<file path="src/mips_pipe_defs.svh">
/*
 * MIPS pipeline constants
 * widths, memory sizes, opcodes, funct codes and control-word bit positions
 */
`ifndef MIPS_PIPE_DEFS_SVH
`define MIPS_PIPE_DEFS_SVH

`define WORD_W      32
`define REG_ADDR_W  5
`define RESET_PC    32'h0040_0000
`define IMEM_DEPTH  256
`define IMEM_ADDR_W 8
`define DMEM_DEPTH  256
`define DMEM_ADDR_W 8

`define OP_RTYPE    6'h00
`define OP_ADDI     6'h08
`define OP_LW       6'h23
`define OP_SW       6'h2b
`define OP_BEQ      6'h04
`define OP_BNE      6'h05
`define OP_J        6'h02

`define FN_ADD      6'h20
`define FN_SUB      6'h22
`define FN_AND      6'h24
`define FN_OR       6'h25
`define FN_SLT      6'h2a

`define CTRL_W      11
`define CB_JUMP     10
`define CB_BRANCH   9
`define CB_MEMREAD  8
`define CB_MEMWRITE 7
`define CB_MEMTOREG 6
`define CB_ALUOP_HI 5
`define CB_ALUOP_LO 4
`define CB_ALUSRC   2    // bit 3 spare
`define CB_REGWRITE 1
`define CB_REGDST   0

`endif

</file>
<file path="src/mips_pipe_pkg.sv">
/*
 * MIPS pipeline types
 * plain vector typedefs and the ALU operation enum
 */
`include "mips_pipe_defs.svh"

package mips_pipe_pkg;

    typedef logic [`WORD_W-1:0]      word_t;
    typedef logic [`WORD_W-1:0]      instr_t;
    typedef logic [`REG_ADDR_W-1:0]  reg_addr_t;
    typedef logic [`IMEM_ADDR_W-1:0] imem_addr_t;
    typedef logic [`CTRL_W-1:0]      ctrl_t;
    typedef logic [1:0]              fwd_sel_t;    // [1] rs, [0] rt
    typedef logic [1:0]              stall_cnt_t;

    typedef enum logic [2:0] {
        ALU_ADD,
        ALU_SUB,
        ALU_AND,
        ALU_OR,
        ALU_SLT
    } alu_ctl_t;

endpackage

</file>
<file path="src/execute_stage.sv">
/*
 * execute stage
 * execute register, ALU control and ALU
 */
`timescale 1ns/1ps
`include "mips_pipe_defs.svh"

module execute_stage (
    input  logic                     SYS_clk,
    input  logic                     SYS_reset,
    input  logic                     stall,
    input  mips_pipe_pkg::instr_t    d_instr,
    input  mips_pipe_pkg::ctrl_t     d_ctrl,
    input  mips_pipe_pkg::word_t     d_rs_val,
    input  mips_pipe_pkg::word_t     d_rt_val,
    input  mips_pipe_pkg::word_t     d_imm,
    input  mips_pipe_pkg::reg_addr_t d_dest,
    output mips_pipe_pkg::instr_t    ex_instr,
    output mips_pipe_pkg::ctrl_t     ex_ctrl,
    output mips_pipe_pkg::word_t     ex_alu_result,
    output mips_pipe_pkg::word_t     ex_store_data,
    output mips_pipe_pkg::reg_addr_t ex_dest
);
    import mips_pipe_pkg::*;

    word_t    ex_rs_val;
    word_t    ex_imm;
    word_t    alu_b;
    alu_ctl_t alu_ctl;

    always_ff @(posedge SYS_clk)
    begin
        if (SYS_reset || stall)    // stall drops a bubble in here
        begin
            ex_instr <= '0;
            ex_ctrl  <= '0;
            ex_dest  <= '0;
        end
        else
        begin
            ex_instr <= d_instr;
            ex_ctrl  <= d_ctrl;
            ex_dest  <= d_dest;
        end
    end

    always_ff @(posedge SYS_clk)
    begin
        ex_rs_val     <= d_rs_val;
        ex_store_data <= d_rt_val;    // rt doubles as store data
        ex_imm        <= d_imm;
    end

    always_comb
    begin
        case (ex_ctrl[`CB_ALUOP_HI:`CB_ALUOP_LO])
            2'b01:   alu_ctl = ALU_SUB;
            2'b10:
            begin
                case (ex_instr[5:0])
                    `FN_ADD: alu_ctl = ALU_ADD;
                    `FN_SUB: alu_ctl = ALU_SUB;
                    `FN_AND: alu_ctl = ALU_AND;
                    `FN_OR:  alu_ctl = ALU_OR;
                    `FN_SLT: alu_ctl = ALU_SLT;
                    default: alu_ctl = ALU_ADD;    // nop and unknown funct
                endcase
            end
            default: alu_ctl = ALU_ADD;    // addi and address calc
        endcase
    end

    assign alu_b = ex_ctrl[`CB_ALUSRC] ? ex_imm : ex_store_data;

    always_comb
    begin
        case (alu_ctl)
            ALU_SUB: ex_alu_result = ex_rs_val - alu_b;
            ALU_AND: ex_alu_result = ex_rs_val & alu_b;
            ALU_OR:  ex_alu_result = ex_rs_val | alu_b;
            ALU_SLT: ex_alu_result = {31'd0, $signed(ex_rs_val) < $signed(alu_b)};
            default: ex_alu_result = ex_rs_val + alu_b;
        endcase
    end

    // a real R-type must decode to its own ALU op, never the fallback
    assert property (@(posedge SYS_clk) disable iff (SYS_reset)
        (ex_ctrl[`CB_ALUOP_HI:`CB_ALUOP_LO] == 2'b10 && ex_instr != '0) |->
            ex_instr[5:0] inside {`FN_ADD, `FN_SUB, `FN_AND, `FN_OR, `FN_SLT})
        else $error("illegal ALU control for R-type funct");

endmodule

</file>
<file path="config.mk">
export PLATFORM = sky130hd
export DESIGN_NAME = execute_stage
export DESIGN_NICKNAME = d
export VERILOG_FILES = /design/src/mips_pipe_pkg.sv /design/src/execute_stage.sv
export VERILOG_INCLUDE_DIRS = /design/src
export SDC_FILE = /design/constraint.sdc
export NUM_CORES = 1
export LEC_CHECK = 0
export ABC_AREA = 0
export BUFFER_PORTS_ARGS = -buffer_cell sky130_fd_sc_hd__buf_2
export CORE_AREA = 5 5 136 138
export CTS_CLUSTER_DIAMETER = 150
export DETAILED_ROUTE_END_ITERATION = 10
export DIE_AREA = 0 0 141 143
export PLACE_DENSITY = 0.91
export SKIP_LAST_GASP = 1
export SYNTH_ARGS = -nofsm -noshare
export SYNTH_HDL_FRONTEND = slang
export SYNTH_SLANG_ARGS = --single-unit
</file>
<file path="constraint.sdc">
create_clock -name SYS_clk -period 4.65 [get_ports SYS_clk]
set_input_delay 0.2325 -clock SYS_clk [delete_from_list [all_inputs] [get_ports SYS_clk]]
set_output_delay 0.2325 -clock SYS_clk [all_outputs]
set_load 0.03 [all_outputs]
</file>
### Word level (Yosys, flattened, before mapping)

Index checks and enable logic that the tools add are counted.
W data, S select, Z words.

* flip-flop bits (word level): 144
* bits in latches: 0
* memories: 0
* memory bits (writable): 0
* ROM bits: 0
* output and inout bits: 112

* reduce and logical (&&, ||, !) cells: 1
* magnitude comparators: 1
* divide/modulo/power cells: 0
* add/subtract/negate cells: 2
* equality and inequality tests: 10
* $mul: 0
* multiplexer cells: 4
* shift-type cells: 0
* bitwise gates (word level): 2

Operator list (number)
* $pmux W32 S4: 1
* $add A32 B32 Y32: 1
* $and A32 B32 Y32: 1
* $lt A32 B32 Y1: 1
* $mux W32: 1
* $or A32 B32 Y32: 1
* $sub A32 B32 Y32: 1
* $eq A6 B6 Y1 const B: 4
* $pmux W3 S4: 1
* $eq A3 B2 Y1 const B: 2
* $pmux W3 S2: 1
* $eq A3 B1 Y1 const B: 1
* $eq A3 B3 Y1 const B: 1
* $eq A2 B1 Y1 const B: 1
* $eq A2 B2 Y1 const B: 1
* $logic_or A1 B1 Y1: 1

### Depth between registers and ports, before layout

* depth in word-level cells: 5
* depth in mapped cells: 17
* gate-level depth less buffers: 15

### Least setup slack after synthesis

OpenSTA, ideal clock, no wires.

* path kind: register to output
* start: register ex_ctrl[2]
* end: output ex_alu_result[22]
* path buffers: 2
* cell stages (with the launch flop): 16
* slack: 0.252 ns
* required time: 4.418 ns
* arrival: 4.165 ns
* cell sequence: dfxtp_1 > clkbuf_1 > buf_1 > mux2i_1 > inv_1 > ha_1 > fa_1 > o21bai_1 > a21oi_1 > a21oi_1 > a22oi_1 > o221ai_1 > inv_1 > o21ai_0 > xnor2_1 > a221oi_1

* longest elaborated chain between the ends: 3
* elaborated cells on any way between the ends: 6
* classes of those cells: 2 x add/sub; 2 x mux; 2 x bitwise

RTL lines
* from (decl): line execute_stage.sv:19 `output mips_pipe_pkg::ctrl_t ex_ctrl,`
* from (signal assigned): line execute_stage.sv:42 `ex_ctrl <= d_ctrl;`
* $mux W32 *: line execute_stage.sv:73 `` assign alu_b = ex_ctrl[`CB_ALUSRC] ? ex_imm : ex_store_data; ``
* $add A32 B32 Y32 (tied with other cells): line execute_stage.sv:82 `default: ex_alu_result = ex_rs_val + alu_b;`
* $pmux W32 S4 *: line execute_stage.sv:77 `case (alu_ctl)`
* to (decl): line execute_stage.sv:20 `output mips_pipe_pkg::word_t ex_alu_result,`

Mark *: on every way between the ends. The rest lies on a longest branch, timed or not.

### Final worst setup path

* start: register ex_ctrl[2]
* end: output ex_alu_result[0]

* longest elaborated chain between the ends: 3
* elaborated cells on any way between the ends: 7
* classes of those cells: 2 x add/sub; 1 x order compare; 2 x mux; 2 x bitwise

RTL lines (line)
* $mux W32 *: execute_stage.sv:73
* $add A32 B32 Y32 (tied with other cells): execute_stage.sv:82
* $pmux W32 S4 *: execute_stage.sv:77

Marked as above.

==> results.sh <==
export IMPL_outcome="completed"
export IMPL_area_delta_synth_final_pct=36.8
export IMPL_nets=1660
export IMPL_hold_viol=0
export IMPL_chipWidth_um=141
export IMPL_synth_largest_area_cell="dfxtp_1"
export IMPL_hold_class="in2reg"
export IMPL_synth_top_flop_cell="dfxtp_1"
export IMPL_rsz0062_at_grt="true"
export IMPL_synth_top_area_share_pct=32.4
export IMPL_yosysWarnings=0
export IMPL_clockRootBuffer="clkbuf_16"
export IMPL_finalSetupViolCount=0
export IMPL_synth_area_top_cells="dfxtp_1, ha_1, a21oi_1, mux2i_1, inv_1"
export IMPL_maxSlewViolCount=0
export IMPL_hold_depth=2
export IMPL_cts_buffer_depth=2
export IMPL_cts_inserted_buffers=17
export IMPL_crit_required_ns=4.42
export IMPL_yosysUniqueCellTypes=68
export IMPL_firstDrtPassIters=6
export IMPL_arrival_ns=4.32
export IMPL_gr_total_overflow=0
export IMPL_clock_sinks=144
export IMPL_remaining_drc_errors=0
export IMPL_pwr_share_comb_pct=31.8
export IMPL_async_flop_share_pct=0
export IMPL_power_density_mw_per_mm2=327
export IMPL_grt_first_pass_wirelength_mm=47.7
export IMPL_place_congestion=0.958
export IMPL_p_sw_share_pct=34.9
export IMPL_max_slew_margin_rel_pct=14.0
export IMPL_h_tree_depth=4
export IMPL_fin_crit_sh_pct=97.9
export IMPL_power_leakage_uw=0.00591
export IMPL_cp_max_fo=20
export IMPL_dr_first_iter_drc_count=670
export IMPL_maxCapViolCount=0
export IMPL_core_area_mm2=0.0171
export IMPL_wirelength_mm=29.9
export IMPL_grt_pass1_vias=9260
export IMPL_synth_edf_count=0
export IMPL_max_freq_mhz=220
export IMPL_postSynthCellCount=1026
export IMPL_tightest_slew_ns=1.28
export IMPL_postCtsSetupBuffers=0
export IMPL_layout_min_cycle_time_ns=4.55
export IMPL_netlist_area_mm2=0.00889
export IMPL_worstSetupEndpointType="output pin"
export IMPL_fp_row_count=48
export IMPL_final_util_pct=71.3
export IMPL_postLayoutCellArea_mm2=0.0122
export IMPL_drive_gt1_share_pct=23.4
export IMPL_netSwitchingPower_uw=1390
export IMPL_dp_hpwl_mm=21.6
export IMPL_p_int_uw=2590
export IMPL_crit_type="reg2out"
export IMPL_path_clk_slew_ns=0.07
export IMPL_dieArea_mm2=0.0202
export IMPL_start_util_pct=52.1
export IMPL_ios=259
export IMPL_syn_avg_cell_area_um2=8.67
export IMPL_via_count=8938
export IMPL_fillers=1268
export IMPL_ys_ff_latch=144
export IMPL_antenna_found_initial=0
export IMPL_yosysMostFrequentCell="dfxtp_1"
export IMPL_clkPwrFrac_pct=34.8
export IMPL_die_y_um=143
export IMPL_cp_start_kind="flip-flop"
export IMPL_placed_cell_area_mm2=0.0104
export IMPL_yosysSeqAreaShare_pct=32.4
export IMPL_peakVddDrop_mv=0.366
export IMPL_grt_max_degree=49
export IMPL_wire_per_inst_um=18.3
export IMPL_antenna_cells=0
export IMPL_seqPwrFrac_pct=33.4
export IMPL_viasPerCell=5.49
export IMPL_yosys_top_cells_count="dfxtp_1, ha_1, inv_1"
export IMPL_syn_nets=1295
export IMPL_grt_usage_pct=29.5
export IMPL_drtAntennaViolNets=0
export IMPL_portBuffers=258
export IMPL_cts_tree="done"
-- layout make-up --
| type | count | area (um^2) | area share, % |
|---|---|---|---|
| flip-flops and latches | 144 | 2880 | 23.7 |
| multi-input cells | 748 | 5520 | 45.4 |
| well taps | 225 | 282 | 2.31 |
| clock inverters | 13 | 153 | 1.25 |
| repair buffers | 386 | 2550 | 20.9 |
| clock buffers | 18 | 429 | 3.53 |
| inverters | 94 | 353 | 2.90 |
-- power groups by stage --
stage,registers (uW),logic (uW),clock network [uW]
4_1_cts,1330,1240,1410
3_3_place_gp,1350,1150,0
6_report,1330,1260,1380
2_1_floorplan,1410,766,0
5_1_grt,1340,1370,1460
3_5_place_dp,1360,1160,0
-- what timing repair did --
| item | CTS | global route |
|---|---|---|
| endpoints found under the setup margin | 0 | 7 |
| hold endpoints to repair | 113 | 0 |
| hold buffers | 113 | 0 |
| gates resized for setup | 0 | 3 |
-- sequential cells by signal (all words and copies together) (netlist names) --
| name | flops |
|---|---|
| ex_dest | 5 |
| ex_store_data | 32 |
| ex_instr | 32 |
| ex_rs_val | 32 |
| ex_imm | 32 |
| ex_ctrl | 11 |
-- stage by stage --
stage	setup TNS (ns)	setup slack (ns)	std cells	hold slack [ns]	total power, uW
3_5_place_dp	0	0.563	1484	0.336	2510
5_1_grt	-0.624	-0.127	1628	0.00248	4170
2_1_floorplan	0	0.252	1026	0.260	2180
3_3_place_gp	0	0.578	1484	0.334	2500
4_1_cts	0	0.0507	1628	0.000402	3980
6_report	0	0.0965	1628	0.0110	3980
-- layout by cell type, fill, tap and decap left out, types with 6 or more instances in the layout --
master         Yosys  final
xor2_1            16     16
a21oi_1           87     87
o221a_2            6      6
inv_1             93     93
a221oi_1           8      7
nand4_1            7      7
clkbuf_16          0     17
a31oi_1            8      8
mux2i_1           35     35
xnor2_1           28     28
nor2b_1           10     10
o21ai_1           10     11
buf_2              6    258
o21ai_0           28     27
a21o_1            15     15
o22ai_1            7      7
and3_1             7      7
nor2_1            78     76
and2_1            52     52
nand2_1           61     61
ha_1             120    120
nor3_1            19     18
nor4_1             7      7
nand2b_1           6      6
buf_4              0     14
o221ai_1          13     12
o21a_1             6      6
nand3_1           15     15
dlygate4sd3_1      0    113
o21bai_1          16     16
o211ai_1          20     20
dfxtp_1          144    143
-- worst max-delay path: stages, from the launching register on --
cell,delay [ns]
dfxtp_2,0.35
buf_12,0.19
mux2i_1,0.35
ha_1,0.39
nor2b_1,0.09
o211ai_1,0.26
nand3b_1,0.12
a311oi_1,0.52
nor3_2,0.11
a2111o_1,0.41
a21oi_1,0.22
a221oi_2,0.11
a221o_1,0.35
o21ai_1,0.14
buf_2,0.26
-- kinds of logic after synthesis --
logic type	Yosys count	synth area share, %
xor+xnor	44	4.33
compound gates	267	20.5
mux	35	3.94
flops	144	32.4
fa+ha+maj	122	17.3
simple gates	280	15.7
buf+inv	134	5.82
-- path summary, 6_finish.rpt --
path              slack, ns                   from                endpoint
setup / recovery        0.1  ex_ctrl[2]$_SDFF_PP0_        ex_alu_result[0]
hold / removal         0.01             d_instr[0]  ex_instr[0]$_SDFF_PP0_
-- layer usage --
| metal | wire length, um | vias to the layer above | GRT usage, % |
|---|---|---|---|
| met2 | 14500 | 453 | 51.3 |
| li1 | - | 4290 | - |
| met4 | 722 | 0 | 9.89 |
| met5 | 0 | - | 0 |
| met3 | 2470 | 64 | 6.16 |
| met1 | 12200 | 4131 | 36.5 |
No activity file was read; power rests on OpenSTA's default activity.
