--- config.mk ---
export PLATFORM = sky130hd
export DESIGN_NAME = hazard_unit
export DESIGN_NICKNAME = d
export VERILOG_FILES = /design/src/mips_pipe_pkg.sv /design/src/hazard_unit.sv
export VERILOG_INCLUDE_DIRS = /design/src
export SDC_FILE = /design/constraint.sdc
export NUM_CORES = 1
export LEC_CHECK = 0
export ABC_CLOCK_PERIOD_IN_PS = 8200
export BUFFER_PORTS_ARGS = -buffer_cell sky130_fd_sc_hd__buf_2
export CORE_MARGIN = 2
export CORE_UTILIZATION = 41
export CTS_CLUSTER_SIZE = 40
export DETAILED_ROUTE_END_ITERATION = 6
export PLACE_DENSITY = 0.95
export SYNTH_ARGS = -nofsm -noshare
export SYNTH_HDL_FRONTEND = slang
export SYNTH_SLANG_ARGS = --single-unit
--- constraint.sdc ---
create_clock -name SYS_clk -period 8.2 [get_ports SYS_clk]
set_input_delay 1.23 -clock SYS_clk [delete_from_list [all_inputs] [get_ports SYS_clk]]
set_output_delay 1.23 -clock SYS_clk [all_outputs]
set_load 0.005 [all_outputs]
--- src/mips_pipe_defs.svh ---
/*
 * MIPS pipeline constants
 * widths, memory sizes, opcodes, funct codes and control-word bit positions
 */
`ifndef MIPS_PIPE_DEFS_SVH
`define MIPS_PIPE_DEFS_SVH

`define WORD_W      32
`define REG_ADDR_W  5
`define RESET_PC    32'h0040_0000
`define IMEM_DEPTH  256
`define IMEM_ADDR_W 8
`define DMEM_DEPTH  256
`define DMEM_ADDR_W 8

`define OP_RTYPE    6'h00
`define OP_ADDI     6'h08
`define OP_LW       6'h23
`define OP_SW       6'h2b
`define OP_BEQ      6'h04
`define OP_BNE      6'h05
`define OP_J        6'h02

`define FN_ADD      6'h20
`define FN_SUB      6'h22
`define FN_AND      6'h24
`define FN_OR       6'h25
`define FN_SLT      6'h2a

`define CTRL_W      11
`define CB_JUMP     10
`define CB_BRANCH   9
`define CB_MEMREAD  8
`define CB_MEMWRITE 7
`define CB_MEMTOREG 6
`define CB_ALUOP_HI 5
`define CB_ALUOP_LO 4
`define CB_ALUSRC   2    // bit 3 spare
`define CB_REGWRITE 1
`define CB_REGDST   0

`endif

--- src/mips_pipe_pkg.sv ---
/*
 * MIPS pipeline types
 * plain vector typedefs and the ALU operation enum
 */
`include "mips_pipe_defs.svh"

package mips_pipe_pkg;

    typedef logic [`WORD_W-1:0]      word_t;
    typedef logic [`WORD_W-1:0]      instr_t;
    typedef logic [`REG_ADDR_W-1:0]  reg_addr_t;
    typedef logic [`IMEM_ADDR_W-1:0] imem_addr_t;
    typedef logic [`CTRL_W-1:0]      ctrl_t;
    typedef logic [1:0]              fwd_sel_t;    // [1] rs, [0] rt
    typedef logic [1:0]              stall_cnt_t;

    typedef enum logic [2:0] {
        ALU_ADD,
        ALU_SUB,
        ALU_AND,
        ALU_OR,
        ALU_SLT
    } alu_ctl_t;

endpackage

--- src/hazard_unit.sv ---
/*
 * hazard unit
 * decode-stage stall counter and memory-to-decode forwarding selects
 */
`timescale 1ns/1ps
`include "mips_pipe_defs.svh"

module hazard_unit (
    input  logic                    SYS_clk,
    input  logic                    SYS_reset,
    input  mips_pipe_pkg::instr_t   d_instr,
    input  mips_pipe_pkg::instr_t   ex_instr,
    input  mips_pipe_pkg::instr_t   mem_instr,
    output logic                    stall,
    output mips_pipe_pkg::fwd_sel_t fwd_sel
);
    import mips_pipe_pkg::*;

    stall_cnt_t cnt_q;        // cycles still owed after this one
    stall_cnt_t stall_cnt;
    stall_cnt_t stall_len;
    logic [5:0] d_op;
    reg_addr_t  d_rs;
    reg_addr_t  d_rt;
    reg_addr_t  ex_dest;
    reg_addr_t  mem_dest;
    logic       d_uses_rs;
    logic       d_uses_rt;
    logic       ex_hit;
    logic       mem_hit;
    logic       mem_is_alu;

    // register an instruction writes, zero when it writes none
    function automatic reg_addr_t dest_of(instr_t ins);
        case (ins[31:26])
            `OP_RTYPE:        dest_of = ins[15:11];
            `OP_ADDI, `OP_LW: dest_of = ins[20:16];
            default:          dest_of = '0;
        endcase
    endfunction

    assign d_op      = d_instr[31:26];
    assign d_rs      = d_instr[25:21];
    assign d_rt      = d_instr[20:16];
    assign d_uses_rt = (d_op == `OP_RTYPE) || (d_op == `OP_SW) ||
                       (d_op == `OP_BEQ) || (d_op == `OP_BNE);
    assign d_uses_rs = d_uses_rt || (d_op == `OP_ADDI) || (d_op == `OP_LW);

    assign ex_dest  = dest_of(ex_instr);
    assign mem_dest = dest_of(mem_instr);    // r0 and empty slots never match

    assign ex_hit  = (ex_dest != '0) && ((d_uses_rs && ex_dest == d_rs) ||
                                         (d_uses_rt && ex_dest == d_rt));
    assign mem_hit = (mem_dest != '0) && ((d_uses_rs && mem_dest == d_rs) ||
                                          (d_uses_rt && mem_dest == d_rt));

    always_comb
    begin
        if (ex_hit)
            stall_len = (ex_instr[31:26] == `OP_LW) ? 2'd2 : 2'd1;
        else if (mem_hit && mem_instr[31:26] == `OP_LW)
            stall_len = 2'd1;    // load data is not forwarded
        else
            stall_len = 2'd0;
    end

    assign stall_cnt = (cnt_q != '0) ? cnt_q : stall_len;
    assign stall     = (stall_cnt != '0);

    always_ff @(posedge SYS_clk)
    begin
        if (SYS_reset)
            cnt_q <= '0;
        else if (stall)
            cnt_q <= stall_cnt - 2'd1;
        else
            cnt_q <= '0;
    end

    assign mem_is_alu = (mem_instr[31:26] == `OP_RTYPE) || (mem_instr[31:26] == `OP_ADDI);
    assign fwd_sel[1] = mem_is_alu && (mem_dest != '0) && d_uses_rs && (mem_dest == d_rs);
    assign fwd_sel[0] = mem_is_alu && (mem_dest != '0) && d_uses_rt && (mem_dest == d_rt);

    assert property (@(posedge SYS_clk) disable iff (SYS_reset) stall_cnt <= 2'd2)
        else $error("stall count above 2");

endmodule

---- Word level (Yosys, flattened, before mapping) ----
Index checks and enable logic that the tools add are counted.
operators by class
  bitwise operators ....................... 1
  eq/ne operators ......................... 13
  muxes and demuxes ....................... 6
  reduce and logical (&&, ||, !) cells .... 30
  add/sub/neg operators ................... 1
operators by type and width
  operator             count
  $eq 6x6->1 const B   4
  $eq 5x5->1           4
  $pmux 5 s2           2
  $eq 6x4->1 const B   3
  $logic_not 6->1      3
  $eq 6x3->1 const B   2
  $logic_and 1x1->1    12
  $reduce_bool 5->1    2
  $logic_or 1x1->1     8
  $mux 2               3
  $reduce_or 2->1      3
  $reduce_bool 2->1    2
  $sub 2x1->2 const B  1
  $mux 1               1
  $not 1->1            1
storage, ports and cells
  logic and storage cells ................. 52
  output and inout port bits .............. 3
  input port bits ......................... 98
  register bits after elaboration ......... 2

---- Longest topological paths before layout ----
  depth after elaboration ................. 16
  mapped depth ............................ 11
  depth with buffers taken out ............ 10

---- Worst setup path before layout ----
No wires, ideal clock.
  path kind ............................... in2out
  start point ............................. in ex_instr[26]
  end point ............................... out stall
  slack ................................... 3678 ps
  cell stages on the path ................. 9
  required time ........................... 6970 ps
  buffers on the path ..................... 0
  data arrival time ....................... 3292 ps
  cells stage by stage .................... or4b_4 a211oi_1 a31o_2 o2111ai_2 nor4_2 o22ai_2 o41a_1 ha_1 inv_1
on the way
  longest elaborated chain between the ends .. 10
  elaborated cells between the ends (all ways) .. 16
  those cells by class .................... eq/ne: 4; mux: 4; reduce/logical: 8
ends and longest elaborated chain
  item                                             line                                  text
  start, declared                                  hazard_unit.sv:12                     input mips_pipe_pkg::instr_t ex_instr,
  $eq 6x6->1 / $eq 6x4->1 (equally long branches)  hazard_unit.sv:35                     case (ins[31:26])
  $reduce_or 2->1                                  hazard_unit.sv:35
  $pmux 5 s2                                       hazard_unit.sv:35
  $eq 5x5->1 (on tied branches)                    hazard_unit.sv:52, hazard_unit.sv:53
  $logic_and 1x1->1 (on tied branches)             hazard_unit.sv:52, hazard_unit.sv:53
  $logic_or 1x1->1                                 hazard_unit.sv:52                     assign ex_hit = (ex_dest != '0) && ((d_uses_rs && ex_dest == d_rs) ||
  $logic_and 1x1->1                                hazard_unit.sv:52
  $mux 2 (*)                                       hazard_unit.sv:59                     if (ex_hit)
  $mux 2 (*)                                       hazard_unit.sv:67                     assign stall_cnt = (cnt_q != '0) ? cnt_q : stall_len;
  $reduce_bool 2->1 (*)                            hazard_unit.sv:68                     assign stall = (stall_cnt != '0);
  end, declared                                    hazard_unit.sv:14                     output logic stall,
Every way passes the cells marked *; elsewhere a longest branch is shown, timed or not.

---- Worst setup path in the final report ----
  start point ............................. in mem_instr[31]
  end point ............................... out stall
on the way
  longest elaborated chain between the ends .. 12
  elaborated cells between the ends (all ways) .. 17
  those cells by class .................... eq/ne: 4; mux: 4; reduce/logical: 9
ends and longest elaborated chain
  item                                             line                                  text
  start, declared                                  hazard_unit.sv:13                     input mips_pipe_pkg::instr_t mem_instr,
  $eq 6x6->1 / $eq 6x4->1 (equally long branches)  hazard_unit.sv:35
  $reduce_or 2->1                                  hazard_unit.sv:35
  $pmux 5 s2                                       hazard_unit.sv:35
  $eq 5x5->1 (on tied branches)                    hazard_unit.sv:54, hazard_unit.sv:55
  $logic_and 1x1->1 (on tied branches)             hazard_unit.sv:54, hazard_unit.sv:55
  $logic_or 1x1->1                                 hazard_unit.sv:54                     assign mem_hit = (mem_dest != '0) && ((d_uses_rs && mem_dest == d_rs) ||
  $logic_and 1x1->1                                hazard_unit.sv:54
  $logic_and 1x1->1 (no line) (*)                  --
  $mux 1 (*)                                       hazard_unit.sv:61                     else if (mem_hit && mem_instr[31:26] == `OP_LW)
  $mux 2 (*)                                       hazard_unit.sv:59
  $mux 2 (*)                                       hazard_unit.sv:67
  $reduce_bool 2->1 (*)                            hazard_unit.sv:68
Marked as above.

==> metrics <==
outcome finished, final reports clean; PortBufs 52; ant diodes 0; core area 0.00269 mm²; leading area contributor after synthesis a31o_2; Power Density 58.9 mW/mm²; DR WL/cell 15.9 µm; post-synthesis sequential area ratio 3.52%; worst setup path startpoint mem_instr[31]; Worst Skew 0.00572 ns; Hold Buf Count CTS 0; Post-synth ARST share 0%; post-synth top area share 6.15%; Yosys cell types 54; synth-to-layout area growth 25.8%; Die Ht 56.7 µm; setup_tns 0 ns; H-tree level count 1; vias 1516; worst flop-to-flop path endpoint cnt_q[0]$_SDFF_PP0_; Buf/Inv on CP 3; fin crit period 5.49 ns; Overflow after GRT 0; max FFs per register 2; FF+latch count, synth 2; Post-Syn Area 0.00114 mm²; Relative slew margins 20.7%; Pleak 0.000637 µW; Ports 101; Place WS 2.73 ns; first-pass GRT wire length 5780 µm; Max VDD drop 53.7 µV; post-synthesis cell count 145; TritonRoute pass-1 iters 4; top flop regs cnt_q: 2 flops; Worst Path Max Fanout 12; TritonCTS clock tree yes; Hold Crit Depth 4; Commonest cells post-synth 10 x nor3_1, 8 x a31o_2, 8 x nand4_1, 8 x o2111ai_1; root buffer cell clkbuf_4; MaxCap Viol Count 0; setup violators final 0; share of post-route cells with drive strength above 1 42.1%; most frequent cell after synthesis nor3_1; Num CTS Buffers 3; vias in the first global route 1348; syn_nets 244; post-cts gate resize count 0; R2R Setup Slk 6.19 ns; slowest stage delay, CP 0.95 ns; crit-path cells buf_2 > nor3_1 > and2_1 > a21oi_1 > a2111o_1 > o32ai_2 > nor2_1 > mux2_1 > ha_1 > inv_1 > buf_2; worst slew pin tran 1.18 ns; Max Clock Freq 182 MHz; Primary FF master, synth dfxtp_1; Crit-path slowest cell nor3_1; final layout net count 296; die width 56.7 µm; routability congestion estimate 0.961; GRT Util Overall 21.9%; Post-synth EDFFs 0; Starting Density 42.4%; Setup crit end stall; DRC Markers 0; Biggest register cnt_q; Req. time, crit path 6.97 ns; largest net degree at the start of global routing 17; critical path type input pin to output pin; CP Launch Type input pin; Final Worst Setup Slack 2.71 ns; family with the most delay on the worst path simple AND/OR/NAND/NOR gates; RSZ-0062 raised after global routing no; Site Rows 19; Worst path depth 11; fin crit share 67.0%; Synth area leaders a31o_2 6.2%, o2111ai_1 6.2%, o211a_1 6.2%; clk slew on worst S/H paths 0.03 ns; Avg Inst Size Synth 7.85 µm²; initial antenna violation count 0; WL final 3590 µm; worst skew pair latency 0.23 ns; final hold vios 0; setup bufs post-CTS 0; Worst R2R Start cnt_q[1]$_SDFF_PP0_; CP dominant cell by count buf_2; crit end category output pin; clock tree buffer depth 2; Hold Path Class flip-flop to flip-flop; clock sinks 2; Worst EP arrival 4.26 ns; Iter 0 DRT Violations 81; R2R depth 9; max-slew violations 0; Die ar. 0.00321 mm²; post-route ant nets 0; vias per cell 6.71; Ys Warns 0; hpwl dp 2900 µm
area by class of cell:
| class | count | area, µm² |
|---|---|---|
| flip-flops and latches | 2 | 40.0 |
| well taps | 31 | 38.8 |
| inverters | 5 | 18.8 |
| clock buffers | 3 | 22.5 |
| repair buffers | 52 | 260 |
| fillers | 262 | 1250 |
| multi-input cells | 133 | 1050 |
layout by cell type (no fill, tap or decap), types with 2 or more instances in the layout:
cell	Yosys	routed
nand4_1	8	8
nor2b_1	5	5
a21oi_1	5	5
o211a_1	7	7
a31o_2	8	8
nor4_2	2	2
o2111ai_1	8	8
a21boi_0	2	2
a22oi_1	3	3
nor4_1	2	2
mux2_1	2	2
a221oi_1	2	2
nand2_1	6	6
o211ai_2	3	3
or4_2	2	2
dfxtp_1	2	2
and2_1	4	4
inv_1	4	4
and4b_1	3	3
o211ai_1	5	5
xnor2_1	4	4
o21ai_0	3	3
nor3_1	10	10
clkbuf_4	0	3
nor3_2	2	2
nor2_1	7	7
and3b_1	2	2
a211oi_1	3	3
buf_2	1	52
a221o_1	3	3
per-layer routing:
metal / vias up / track usage [%] / share of wire (%)
met5: - / 0 / 0
met4: 0 / 6.46 / 0.11
met3: 2 / 3.69 / 8.4
met2: 88 / 38.2 / 48
met1: 694 / 27.3 / 43
li1: 732 / - / -
power breakdown:
group / internal (µW) / switching (µW) / leakage, µW
Combinational: 22.5 / 28.4 / 0.000607
Clock: 16.2 / 6.07 / 0.0000138
Sequential: 10.6 / 0.647 / 0.0000162
how the worst min path moves through the flow:
stage,startpoint,endpoint,slack [ns]
2_1_floorplan,cnt_q[1]$_SDFF_PP0_,cnt_q[0]$_SDFF_PP0_,0.65
3_3_place_gp,cnt_q[1]$_SDFF_PP0_,cnt_q[0]$_SDFF_PP0_,0.70
3_5_place_dp,cnt_q[1]$_SDFF_PP0_,cnt_q[1]$_SDFF_PP0_,0.73
4_1_cts,cnt_q[1]$_SDFF_PP0_,cnt_q[1]$_SDFF_PP0_,0.74
5_1_grt,cnt_q[1]$_SDFF_PP0_,cnt_q[1]$_SDFF_PP0_,0.77
6_report,cnt_q[1]$_SDFF_PP0_,cnt_q[1]$_SDFF_PP0_,0.75
cells by family (layout without fill, tap and decap cells):
kind of cell,count (synthesis),after routing,share of synthesized area [%]
fa+ha+maj,1,1,1.10
compound gates,64,64,49.2
buf+inv,10,60,4.06
xor+xnor,4,4,3.08
flops,2,2,3.52
simple gates,62,62,37.0
mux,2,2,1.98
worst reg2reg max path, cell delays in order (launching register included):
cell and delay (ns):
dfxtp_1 0.30, inv_1 0.07, and2_1 0.14, nand2_1 0.07
o32ai_2 0.31, nor2_1 0.07, mux2_1 0.30, ha_1 0.22
nor4_1 0.30, mux2_1 0.18
metrics by stage:
stage               hold WS (ns)  utilization, %  power [µW]  area (µm²)  cells
finish                     0.749            53.3        84.4        1430    226
global route               0.772            53.3        90.0        1430    226
CTS                        0.742            53.3        83.9        1430    226
detailed placement         0.731            52.5        61.2        1410    223
global placement           0.698            52.5        59.9        1410    223
floorplan                  0.649               -        36.0        1140    145
Note: power is estimated with default switching activity, not from simulation.
